==> src/logic/cache_pkg.sv <==
`default_nettype none

package cache_pkg;

  //////////////////////////////
  // Cache geometry
  //////////////////////////////
  localparam int addr_w         = 16;  // Byte address from the CPU.
  localparam int data_w         = 16;  // One word of the data array.
  localparam int tag_w          = 6;   // Upper address bits kept per way.
  localparam int index_w        = 6;   // Selects one of the sets.
  localparam int num_sets       = 64;
  localparam int words_per_line = 8;   // A line covers 16 bytes.
  localparam int mem_latency    = 4;   // Cycles from mem_en to mem_data_valid.

  // Derived field widths of an address.
  localparam int word_w   = $clog2(words_per_line);    // Word select inside a line.
  localparam int offset_w = addr_w - tag_w - index_w;  // Byte offset, 4 bits here.

  //////////////////////////////
  // Bundles between the blocks
  //////////////////////////////
  typedef struct packed {
    logic              valid;  // The CPU wants a read this cycle.
    logic [addr_w-1:0] addr;
  } cpu_req_t;

  typedef struct packed {
    logic [tag_w-1:0] tag;
    logic             valid;
    logic             lru;    // Set when this way is the next one to replace.
  } tag_entry_t;

  typedef struct packed {
    logic              miss;        // Lookup failed and no fill is running.
    logic [addr_w-1:0] addr;
    logic              victim_way;  // Way that the fill will overwrite.
  } miss_info_t;

  typedef struct packed {
    logic               data_we;  // Write one word of the data array.
    logic               tag_we;   // Write the tag entry, on the last word only.
    logic               way;
    logic [index_w-1:0] index;
    logic [word_w-1:0]  word;
    logic [data_w-1:0]  data;
    tag_entry_t         tag;
  } fill_wr_t;

  // States of the miss-fill controller.
  typedef enum logic [1:0] {
    fill_idle,  // Waiting for a miss.
    fill_wait,  // Waiting for the memory grant.
    fill_send   // Sending addresses and collecting words.
  } fill_state_e;

endpackage

`default_nettype wire

==> src/logic/miss_fill_ctrl.sv <==
`timescale 1ns/100ps
`default_nettype none

module miss_fill_ctrl import cache_pkg::*; (
  input  wire               clk,             // Cache clock.
  input  wire               arst_n,          // Asynchronous reset, active low.
  input  wire miss_info_t   miss,            // Miss report from the lookup.
  input  wire               grant,           // Memory access granted, held as a level.
  input  wire [data_w-1:0]  mem_data,        // Word returning from memory.
  input  wire               mem_data_valid,  // mem_data holds a word this cycle.
  output logic              busy,            // Stalls the CPU while the line is filled.
  output logic              mem_en,          // Memory read enable, one word per cycle.
  output logic [addr_w-1:0] mem_addr,        // Address sent to memory.
  output fill_wr_t          fill             // Writes into the tag and data arrays.
);

  fill_state_e state;      // Current state.
  fill_state_e state_nxt;  // State after the next edge.

  logic [3:0]        valid_cnt;   // Words returned so far.
  logic [addr_w-1:0] line_base;   // First byte of the line being filled.
  logic              victim_way;  // Way that receives the line.

  // mem_addr delayed by mem_latency cycles, so that the last stage lines up
  // with the word that memory returns for it.
  logic [addr_w-1:0] addr_pipe [mem_latency];

  logic capture;     // Take the miss address and victim way.
  logic incr_addr;   // Step mem_addr to the next word.
  logic set_busy;
  logic clr_busy;
  logic set_mem_en;
  logic clr_mem_en;
  logic data_we;     // Write the returning word.
  logic tag_we;      // Write the tag with the last word.
  logic addr_last;   // mem_addr holds the last word of the line.
  logic word7;       // Seven words are already in the data array.

  assign addr_last = mem_addr[offset_w-1:0] == offset_w'(2 * (words_per_line - 1));
  assign word7     = valid_cnt == 4'(words_per_line - 1);

  //////////////////////////////
  // Next-state and strobes
  //////////////////////////////
  always_comb begin
    state_nxt  = state;  // Hold by default.
    capture    = 1'b0;
    set_busy   = 1'b0;
    clr_busy   = 1'b0;
    set_mem_en = 1'b0;
    clr_mem_en = 1'b0;
    incr_addr  = 1'b0;
    data_we    = 1'b0;
    tag_we     = 1'b0;
    case (state)
      fill_idle: begin
        capture  = miss.miss;  // Line base, victim and counter are loaded together.
        set_busy = miss.miss;
        if (miss.miss) begin
          state_nxt = fill_wait;
        end
      end
      fill_wait: begin
        set_mem_en = grant;  // No limit on the wait. mem_en stays low meanwhile.
        if (grant) begin
          state_nxt = fill_send;
        end
      end
      fill_send: begin
        incr_addr  = mem_en && !addr_last;  // The address parks on the last word.
        clr_mem_en = mem_en && addr_last;   // Eight addresses, then memory is idle.
        data_we    = mem_data_valid && (valid_cnt < 4'(words_per_line));
        tag_we     = data_we && word7;      // The eighth word completes the line.
        clr_busy   = tag_we;
        if (tag_we) begin
          state_nxt = fill_idle;
        end
      end
      default: begin
        state_nxt  = fill_idle;  // An illegal encoding drops back to idle.
        clr_busy   = 1'b1;
        clr_mem_en = 1'b1;
      end
    endcase
  end

  //////////////////////////////
  // Control registers
  //////////////////////////////
  always_ff @(posedge clk or negedge arst_n) begin
    if (!arst_n) begin
      state     <= fill_idle;
      busy      <= 1'b0;
      mem_en    <= 1'b0;
      valid_cnt <= '0;
    end else begin
      state <= state_nxt;
      if (set_busy) begin
        busy <= 1'b1;
      end else if (clr_busy) begin
        busy <= 1'b0;
      end
      if (set_mem_en) begin
        mem_en <= 1'b1;
      end else if (clr_mem_en) begin
        mem_en <= 1'b0;
      end
      if (capture) begin
        valid_cnt <= '0;
      end else if (data_we) begin
        valid_cnt <= valid_cnt + 4'd1;  // Counts written words.
      end
    end
  end

  // Address generator. Each word is two bytes apart.
  always_ff @(posedge clk) begin
    if (capture) begin
      line_base  <= {miss.addr[addr_w-1:offset_w], {offset_w{1'b0}}};
      mem_addr   <= {miss.addr[addr_w-1:offset_w], {offset_w{1'b0}}};
      victim_way <= miss.victim_way;
    end else if (incr_addr) begin
      mem_addr <= mem_addr + addr_w'(2);
    end
  end

  // Latency chain.
  always_ff @(posedge clk) begin
    addr_pipe[0] <= mem_addr;
    for (int i = 1; i < mem_latency; i++) begin
      addr_pipe[i] <= addr_pipe[i-1];
    end
  end

  //////////////////////////////
  // Writes into the arrays
  //////////////////////////////
  always_comb begin
    fill.data_we   = data_we;
    fill.tag_we    = tag_we;
    fill.way       = victim_way;
    fill.index     = addr_pipe[mem_latency-1][offset_w +: index_w];
    fill.word      = addr_pipe[mem_latency-1][1 +: word_w];  // Bit 0 is the byte.
    fill.data      = mem_data;
    fill.tag.tag   = line_base[addr_w-1 -: tag_w];
    fill.tag.valid = 1'b1;  // The new line becomes valid.
    fill.tag.lru   = 1'b0;  // And most recently used.
  end

  // Data writes belong to a running fill.
  assert property (@(posedge clk) disable iff (!arst_n) fill.data_we |-> busy)
    else $error("Data array written outside a fill.");

  // A burst is never longer than one line.
  assert property (@(posedge clk) disable iff (!arst_n)
    $rose(mem_en) |-> ##words_per_line !mem_en)
    else $error("mem_en held past %0d cycles.", words_per_line);

  // Every address sent belongs to the line that missed.
  assert property (@(posedge clk) disable iff (!arst_n)
    mem_en |-> mem_addr[addr_w-1:offset_w] == line_base[addr_w-1:offset_w])
    else $error("mem_addr %h left the line at %h.", mem_addr, line_base);

endmodule

`default_nettype wire

==> config.mk <==
export PLATFORM = sky130hd
export DESIGN_NAME = miss_fill_ctrl
export DESIGN_NICKNAME = d
export VERILOG_FILES = /design/src/logic/cache_pkg.sv /design/src/logic/miss_fill_ctrl.sv
export SDC_FILE = /design/constraint.sdc
export NUM_CORES = 1
export LEC_CHECK = 0
export ABC_AREA = 1
export BUFFER_PORTS_ARGS = -buffer_cell sky130_fd_sc_hd__buf_2
export CAP_MARGIN = 20
export CORE_UTILIZATION = 44
export DETAILED_ROUTE_END_ITERATION = 8
export PLACE_DENSITY_LB_ADDON = 0.12
export SLEW_MARGIN = 40
export SYNTH_ARGS = -nofsm -noshare
export SYNTH_HDL_FRONTEND = slang
export SYNTH_SLANG_ARGS = --single-unit
==> constraint.sdc <==
create_clock -name clk -period 5.1 [get_ports clk]
set_input_delay 0.51 -clock clk [delete_from_list [all_inputs] [get_ports clk]]
set_output_delay 0.51 -clock clk [all_outputs]
set_load 0.01 [all_outputs]
==> results of run 1 <==
## synthesized netlist by cell type (2+ instances only)
| master | count | area (µm²) |
|---|---|---|
| nand2_1 | 56 | 210.2 |
| dfxtp_1 | 39 | 780.8 |
| buf_4 | 22 | 165.2 |
| edfxtp_1 | 19 | 570.6 |
| nand3_1 | 19 | 95.09 |
| inv_1 | 18 | 67.56 |
| nor2_1 | 17 | 63.81 |
| dfrtp_1 | 8 | 200.2 |
| o21ai_0 | 8 | 40.04 |
| nand4_1 | 4 | 25.02 |
| a21oi_1 | 3 | 15.01 |
| ha_1 | 3 | 37.54 |
| nor3_1 | 3 | 15.01 |
| conb_1 | 2 | 7.510 |
| inv_2 | 2 | 7.510 |
| nand2_2 | 2 | 12.51 |
| o21bai_1 | 2 | 15.01 |
## where the power goes
group | internal (W) | switching (W) | total [W] | leakage, nW
logic | 0.000139 | 0.000248 | 0.000388 | 0.581
clock network | 0.000205 | 0.000190 | 0.000395 | 0.0918
registers | 0.000765 | 0.0000995 | 0.000864 | 0.611
## layer usage
layer	vias to the layer above	track usage (%)	part of all wire (%)
met5	-	0	0
met4	0	10.77	2.4
met3	11	5.629	6.4
met2	56	24.73	46
met1	683	17.01	46
li1	830	-	-
## registers in the layout, summed over array words and instances (netlist names)
register / flops
addr_pipe: 36
valid_cnt: 4
busy: 1
mem_en: 1
mem_addr: 15
state: 2
victim_way: 1
line_base: 6
## kinds of logic (layout without fill, tap and decap cells)
kind of cell / count (synthesis) / after routing / synth area share (%)
fa+ha+maj: 3 / 3 / 1.551
other cells: 2 / 3 / 0.3102
buf+inv: 44 / 89 / 10.59
flops: 66 / 66 / 64.08
simple gates: 104 / 104 / 18.86
compound gates: 17 / 17 / 4.238
xor+xnor: 1 / 1 / 0.3618
## path summary, 6_finish.rpt
path / startpoint / to / slack [ns] / cells past startpoint
hold / removal: addr_pipe[1][7] / addr_pipe[2][7] / 0.32 / 0
setup / recovery: mem_addr[1] / mem_addr[6] / 2.67 / 5
max in group asynchronous: arst_n / state[0] / 4.39 / 2
hold reg to reg: addr_pipe[1][7] / addr_pipe[2][7] / 0.32 / 0
min in group asynchronous: arst_n / valid_cnt[1] / 0.54 / 2
setup reg to reg: mem_addr[1] / mem_addr[6] / 2.67 / 5
## what timing repair did
action,CTS,global route
resized for setup,0,0
hold buffers,1,0
endpoints found under the hold margin,8,0
setup buffers,0,0
## stage by stage
stage	cells	area, µm²	hold slack [ns]	util, %
4_1_cts	353	2781	0.3272	53.44
2_1_floorplan	238	2425	0.2144	-
5_1_grt	353	2781	0.3263	53.44
6_report	353	2781	0.3237	53.44
3_3_place_gp	336	2591	0.3103	49.78
3_5_place_dp	336	2591	0.3121	49.78
## final cells by class
| class | instances | area, µm² | share of cell area [%] |
|---|---|---|---|
| clock inverters | 4 | 23.77 | 0.8547 |
| repair buffers | 53 | 270.3 | 9.717 |
| multi-input cells | 128 | 616.8 | 22.18 |
| clock buffers | 12 | 156.4 | 5.623 |
| inverters | 20 | 75.07 | 2.699 |
| well taps | 70 | 87.58 | 3.149 |
| flip-flops and latches | 66 | 1551 | 55.78 |
## worst max-delay path, stage by stage (launching register included)
cell and delay, ns:
dfxtp_1 0.36, ha_1 0.26, ha_1 0.24, nor3_4 0.54
inv_1 0.17, nand2_1 0.50
==> results_dict.tcl, run 1 <==
set metrics [dict create \
    drt_iter0_drc 36 \
    ir_drop_mv 0.2442 \
    fp.dieW_um 76.18 \
    worst_pin_slew_ns 0.6053 \
    syn_inst 237 \
    power.leakage_nw 1.284 \
    finalSetupViolCount 0 \
    cts_buffers 9 \
    slew_viol_final 0 \
    netlist_area_um2 2421 \
    diodes 0 \
    cap_violations 0 \
    fin_skew_ns 0.007778 \
    power.total_w 0.001647 \
    required_ns 5.07 \
    nNetsFinal 319 \
    drt_pre_antenna_iters 4 \
    max_freq_ghz 0.4110 \
    place_ws_ns 2.648 \
    grt_max_degree 21 \
    synthDistinctLibCells 27 \
    die_h_um 76.18 \
    layout_setup_ws_ns 2.667 \
    fillCellCount 488 \
    finalCriticalPeriod_ns 2.433 \
    grt_pass1_wl_mm 6.789 \
    clk_path_buf_depth 2 \
    wl_per_cell_um 11.39 \
    die-area_um2 5803 \
    layout_commonest_cell "nand2_1" \
    io_buffers 52 \
    yosys_register_bits 66 \
    path_clk_slew_ns 0.07 \
    grt_antenna_before_repair 0 \
    grt_pass1_vias 1526 \
    start_kind "register" \
    cts_sinks 66 \
    asyncSetResetFlopFracSynth_pct 12.12 \
    vias_per_cell 4.476 \
    yosys_warnings 0 \
    place_congestion 0.7539 \
    post-dp-hpwl_mm 2.694 \
    critical_path_arrival_ns 2.40 \
    max_slew_margin_pct 59.55 \
    hold_viol 0 \
    layout-drive-gt1-share_pct 26.15 \
    areaGrowthSynthToFinish_pct 14.88 \
    synth_ff_type "dfxtp_1" \
    hold_path_class "reg -> reg" \
    fin_setup_tns_ns 0 \
    vias 1580 \
    initial_core_util_pct 46.51 \
    min_period_over_period_pct 47.71 \
    seq_area_frac_synth_pct 64.08 \
    overflow 0 \
    final_cell_mix "nand2_1 (56), buf_2 (52), dfxtp_1 (39)" \
    clk_latency_ns 0.34 \
    cts_max_level 3 \
    wirelength_mm 4.020 \
    drc 0 \
    power.density_nw_per_um2 592.3 \
    cp_max_fo 16 \
    cts_root_buf "clkbuf_8" \
    cp-end-kind "register" \
    coreArea_um2 5205 \
    synth_edf_count 19 \
    worst-setup-path-type "reg -> reg" \
    grt_setup_unrepaired "no" \
    cts_tree "built" \
    io-pin-count 92 \
    ant_nets 0 \
    rows 26 \
    syn_area_per_cell_um2 10.22 \
    track_usage_pct 15.42 \
    status "complete, no violations" \
]
Power figures use the tool's default switching activity.
==> run 2, diff against run 1 <==
CORE_UTILIZATION = 43   (was 44)
clock period = 2 ns   (was 5.1 ns; I/O delays follow)
==> run 2 against run 1 <==
  * Clock skew about the same
  * Count of clock-buffer cells in the layout stayed put
  * Largest cell class unchanged
  * Critical endpoint is now mem_addr[9]
  * Die area grew 2.3%
  * Global-route usage up 0.27 points
  * Wire length up 0.22%
  * Setup slack got worse by 2.4 ns
  * Fmax rose by 44%
  * Highest routed layer unchanged
  * Sequential share of layout area shrank 1.6 points
  * Power grew to 2.7 times the previous value
==> results_dict.tcl, run 2 (same netlist as run 1, synthesis figures left out) <==
set metrics [dict create \
    status "complete, no violations" \
    power.leakage_nw 1.331 \
    diodes 0 \
    drt_pre_antenna_iters 4 \
    p_switching_w 0.001388 \
    fillCellCount 515 \
    clk_path_buf_depth 2 \
    cp-end-kind "register" \
    max_stage_delay_ns 0.36 \
    fin_setup_tns_ns 0 \
    grt_pass1_wl_mm 7.051 \
    vias 1606 \
    max_freq_ghz 0.5938 \
    cp_max_fo 7 \
    layout_commonest_cell "nand2_1" \
    grt_pass1_vias 1616 \
    critPathCapture "mem_addr[9]" \
    io_buffers 52 \
    crit_buf_inv 2 \
    fp.dieW_um 77.04 \
    initial_core_util_pct 45.94 \
    critPathLaunch "mem_addr[1]" \
    rows 26 \
    post_cts.repair.setup_buffers 0 \
    power.density_nw_per_um2 1569 \
    cts-resized-gates 0 \
    regArea_um2 1551 \
    ir_drop_mv 0.5857 \
    cts_root_buf "clkbuf_8" \
    critical_path_arrival_ns 1.73 \
    overflow 0 \
    r2r_end "mem_addr[9]" \
    coreArea_um2 5270 \
    place_congestion 0.7598 \
    slowest_stage "dfxtp_1" \
    io-pin-count 92 \
    wl_per_cell_um 11.32 \
    path_clk_slew_ns 0.07 \
    crit_family "adder cells" \
    grt_antenna_before_repair 0 \
    largest_reg_flops 36 \
    p_sw_share_pct 30.90 \
    fin_area_um2 2864 \
    clk_latency_ns 0.33 \
    p_comb_share_pct 22.8 \
    die-area_um2 5934 \
    r2r_slack_ns 0.32 \
    reg2reg_depth 6 \
    drc 0 \
    largest_register "addr_pipe" \
    top_regs "addr_pipe: 36 flops, mem_addr: 15 flops, line_base: 6 flops" \
    start_kind "register" \
    layout-drive-gt1-share_pct 27.62 \
    fin_skew_ns 0.007313 \
    post-dp-hpwl_mm 2.850 \
    cp.depth 6 \
    cts_sinks 66 \
    ant_nets 0 \
    cts_max_level 3 \
    required_ns 2.05 \
    grt_max_degree 21 \
    slew_viol_final 0 \
    drt_iter0_drc 55 \
    hold_depth 1 \
    hold_viol 0 \
    worst-setup-path-type "reg -> reg" \
    nNetsFinal 322 \
    timing.rr.start "mem_addr[1]" \
    finalSetupViolCount 0 \
    grt_setup_unrepaired "no" \
    final_cell_mix "nand2_1 (56), buf_2 (52), dfxtp_1 (39)" \
    place_area_um2 2614 \
    finalCriticalPeriod_ns 1.684 \
    cts_buffers 9 \
    die_h_um 77.04 \
    internal_power_w 0.003105 \
    hold_ws_ns 0.04472 \
    pwr-share-clk_pct 28.2 \
    hold_path_class "in -> reg" \
    wirelength_mm 4.029 \
    cts_tree "built" \
    seq_power_share_pct 49.0 \
    track_usage_pct 15.69 \
    cap_violations 0 \
    min_period_over_period_pct 84.20 \
    worstPathCellList "ha_1 -> ha_1 -> nor3_4 -> inv_1 -> nand2_1 -> buf_4" \
    multiInputGateArea_um2 616.8 \
    vias_per_cell 4.511 \
    cp_common_cell "ha_1" \
    areaGrowthSynthToFinish_pct 18.29 \
]
run 2: repair_timing:
action / in CTS / in global routing
hold buffers: 1 / 0
hold endpoints to repair: 8 / 0
endpoints found under the setup margin: 0 / 0
run 2: power groups by stage:
stage          clock [W]  combinational, W  sequential (W)
2_1_floorplan          0          0.000564         0.00231
3_3_place_gp           0           0.00102         0.00222
3_5_place_dp           0           0.00104         0.00224
4_1_cts          0.00131           0.00104         0.00222
5_1_grt          0.00136           0.00116         0.00228
6_report         0.00127           0.00102         0.00220
run 2: worst min path at each step:
stage	startpoint	endpoint	slack, ns
global placement	arst_n	valid_cnt[1]	0.06
global route	miss[0]	victim_way	0.03
floorplan	arst_n	busy	-0.1
finish	miss[0]	victim_way	0.04
CTS	miss[0]	victim_way	0.03
detailed placement	arst_n	valid_cnt[1]	0.06
run 2: area by class of cell:
class,count,area share [%]
inverter,20,2.621
sequential,66,54.17
multi-input combinational,128,21.54
clock buffer,12,6.553
clock inverter,4,1.835
timing repair buffer,56,10.22
tap,70,3.058
run 2: layer usage:
layer,wire length (µm),vias to the layer above,global-route usage (%)
li1,-,835,-
met1,1865,719,17.60
met2,1875,46,25.45
met3,231,6,7.262
met4,58,0,6.981
met5,0,-,0
run 2: stage by stage:
stage / total power [W] / worst slack, ns / utilization, % / instances
floorplan: 0.002873 / 0.1117 / - / 238
global placement: 0.003243 / 0.3338 / 49.60 / 339
detailed placement: 0.003277 / 0.3196 / 49.60 / 339
CTS: 0.004567 / 0.3042 / 54.34 / 356
global route: 0.004801 / 0.1970 / 54.34 / 356
finish: 0.004493 / 0.3160 / 54.34 / 356
==> run 3, diff against run 2 <==
ABC_AREA = 0   (was 1)
CORE_UTILIZATION = 44   (was 43)
clock period = 1.77 ns   (was 2 ns; I/O delays follow)
==> run 3 against run 2 <==
  * Via count shrank 8.2%
  * Power rose by 9.8%
  * Synthesized cell count down 18%
  * Cell area is 1.0% lower
  * Area after synthesis stayed put
  * Register-to-register slack got worse by 0.17 ns
  * Count of clock-buffer cells in the layout did not move
  * Wire length increased by 1.3%
  * Worst hold slack got worse by 0.017 ns
  * Largest power group unchanged
  * Clock power down 10%
  * Critical endpoint is now fill[34]
==> results_dict.tcl, run 3 <==
set metrics [dict create \
    cp_max_fo 3 \
    dp.cells 298 \
    hold_viol 0 \
    slew_viol_final 0 \
    ant_nets 0 \
    largest_reg_flops 36 \
    grt_setup_unrepaired "no" \
    diodes 0 \
    layout-drive-gt1-share_pct 34.82 \
    path_clk_slew_ns 0.07 \
    yosys_register_bits 66 \
    reg2reg_depth 5 \
    drt_pre_antenna_iters 4 \
    io_buffers 52 \
    grt_max_degree 23 \
    start_kind "register" \
    fillCellCount 477 \
    drc 0 \
    top_regs "addr_pipe: 36 flops, mem_addr: 15 flops, line_base: 6 flops" \
    grt_pass1_vias 1393 \
    yosys-top-cells-area "dfxtp_1 (32%), edfxtp_1 (24%), dfrtp_1 (8.3%), buf_4 (7.1%), xnor2_1 (4.0%)" \
    synth.area.mux_share_pct 1.240 \
    synth_compound_area_share_pct 5.788 \
    final_core_util_pct 54.47 \
    internal_power_w 0.003350 \
    fin_setup_tns_ns 0 \
    cts_buffers 9 \
    seq_area_frac_synth_pct 64.08 \
    power.leakage_nw 1.185 \
    min_period_over_period_pct 91.92 \
    cts_max_level 3 \
    areaGrowthSynthToFinish_pct 17.11 \
    hold_path_class "in -> reg" \
    synth_ff_type "dfxtp_1" \
    power.density_nw_per_um2 1740 \
    ys_top_cells_by_count "dfxtp_1 (39), buf_4 (23), edfxtp_1 (19), nand2_1 (19), nor2_1 (12)" \
    cap_violations 0 \
    seq_power_share_pct 52.7 \
    regArea_um2 1551 \
    critical_path_arrival_ns 1.45 \
    clk_latency_ns 0.34 \
    fin_skew_ns 0.009752 \
    die_h_um 76.18 \
    cts_tree "built" \
    finalCriticalPeriod_ns 1.627 \
    yosysMostFrequentCell "dfxtp_1" \
    multiInputGateArea_um2 655.6 \
    syn_inst 195 \
    drt_iter0_drc 29 \
    final_cell_mix "buf_2 (52), dfxtp_1 (39), nand2_1 (19), edfxtp_1 (19), nor2_1 (12)" \
    largest_register "addr_pipe" \
    wl_per_cell_um 12.87 \
    asyncSetResetFlopFracSynth_pct 12.12 \
    max_freq_ghz 0.6147 \
    track_usage_pct 15.64 \
    grt_pass1_wl_mm 6.637 \
    p_sw_share_pct 32.10 \
    coreArea_um2 5205 \
    synthDistinctLibCells 34 \
    io-pin-count 92 \
    critPathLaunch "valid_cnt[0]" \
    hold_depth 1 \
    syn_area_per_cell_um2 12.42 \
    status "complete, no violations" \
    cp-end-kind "output port" \
    vias_per_cell 4.653 \
    cts_sinks 66 \
    final_cells 317 \
    place_congestion 0.7963 \
    yosys.area.top_type "dfxtp_1" \
    die-area_um2 5803 \
    yosys.area_share.simple_pct 13.33 \
    synth-xor-area-share_pct 4.703 \
    finalSetupViolCount 0 \
    synth_edf_count 19 \
    p_switching_w 0.001584 \
    worst-setup-path-type "reg -> out" \
    min_from "miss[16]" \
    layout_commonest_cell "buf_2" \
    nNetsFinal 283 \
    synthAdderAreaFrac_pct 1.550 \
    ir_drop_mv 0.7748 \
    yosys_warnings 0 \
    yosysTopAreaCellShare_pct 32.25 \
    grt_antenna_before_repair 0 \
    initial_core_util_pct 46.51 \
    clk_path_buf_depth 2 \
    overflow 0 \
    fp.dieW_um 76.18 \
    pwr-share-clk_pct 23.1 \
    timing.rr.start "mem_addr[1]" \
    p_comb_share_pct 24.2 \
    required_ns 1.59 \
    vias 1475 \
    rows 26 \
    post-dp-hpwl_mm 2.802 \
    netlist_area_um2 2421 \
    synth_top_family_by_area "simple AND/OR/NAND/NOR gates" \
    wirelength_mm 4.081 \
    cts_root_buf "clkbuf_8" \
]
run 3: cell count changes after synthesis, sizes merged, moves of 6 or more:
cell | before | now
o21ai | 9 | 16
inv | 20 | 5
xnor2 | 0 | 11
nand3 | 19 | 6
nor2 | 18 | 12
nand2 | 58 | 19
run 3: power by group through the flow:
stage | clock (W) | combinational (W) | sequential, W
2_1_floorplan | 0 | 0.000691 | 0.00268
3_3_place_gp | 0 | 0.00117 | 0.00262
3_5_place_dp | 0 | 0.00119 | 0.00264
4_1_cts | 0.00117 | 0.00120 | 0.00261
5_1_grt | 0.00125 | 0.00133 | 0.00269
6_report | 0.00114 | 0.00119 | 0.00260
run 3: what timing repair did:
| action | 4_1_cts | 5_1_grt |
|---|---|---|
| setup endpoints to repair | 0 | 13 |
| setup buffers | 0 | 1 |
| resized for setup | 0 | 1 |
| hold buffers | 2 | 0 |
| endpoints found under the hold margin | 9 | 0 |
run 3: path summary, 6_finish.rpt:
kind	end	slack (ns)
setup / recovery	fill[34]	0.14
hold / removal	line_base[15]	0.03
setup reg to reg	mem_addr[7]	0.15
hold reg to reg	addr_pipe[3][7]	0.33
max in group asynchronous	state[0]	1.35
min in group asynchronous	valid_cnt[0]	0.23
run 3: cell type report:
type | instances | area share, %
multi-input cells | 98 | 23.12
clock buffers | 12 | 5.516
flip-flops and latches | 66 | 54.72
repair buffers | 62 | 12.00
inverters | 5 | 0.7502
clock inverters | 4 | 0.7944
well taps | 70 | 3.089
run 3: layer usage:
layer / part of all wire, % / global-route usage [%] / vias to the layer above
met3: 6.3 / 5.030 / 31
met1: 44 / 17.37 / 656
met4: 4.8 / 13.27 / 0
met5: 0 / 0 / -
met2: 45 / 24.36 / 49
li1: - / - / 739
run 3: through the flow:
step / total power (W) / hold slack (ns) / worst slack, ns / instance area [µm²]
floorplan: 0.003367 / -0.1186 / 0.09107 / 2425
global placement: 0.003795 / 0.03341 / 0.1033 / 2626
detailed placement: 0.003832 / 0.03343 / 0.09185 / 2626
CTS: 0.004980 / 0.01672 / 0.01935 / 2825
global route: 0.005261 / 0.01687 / 0.06904 / 2835
finish: 0.004934 / 0.02769 / 0.1431 / 2835
run 3: worst max-delay path: stages (launching register included):
cell and delay [ns]:
dfrtp_1 0.42, ha_1 0.20, and3b_1 0.19, nand2_1 0.11
nor2_1 0.05, buf_2 0.13
run 3: cell families after synthesis:
logic type | count (synthesis)
AOI/OAI and AO/OA | 23
xor gates and xnor gates | 13
adders and majority gates | 3
buffers and inverters | 32
DFF | 66
muxes | 3
other | 2
and+or+nand+nor | 53
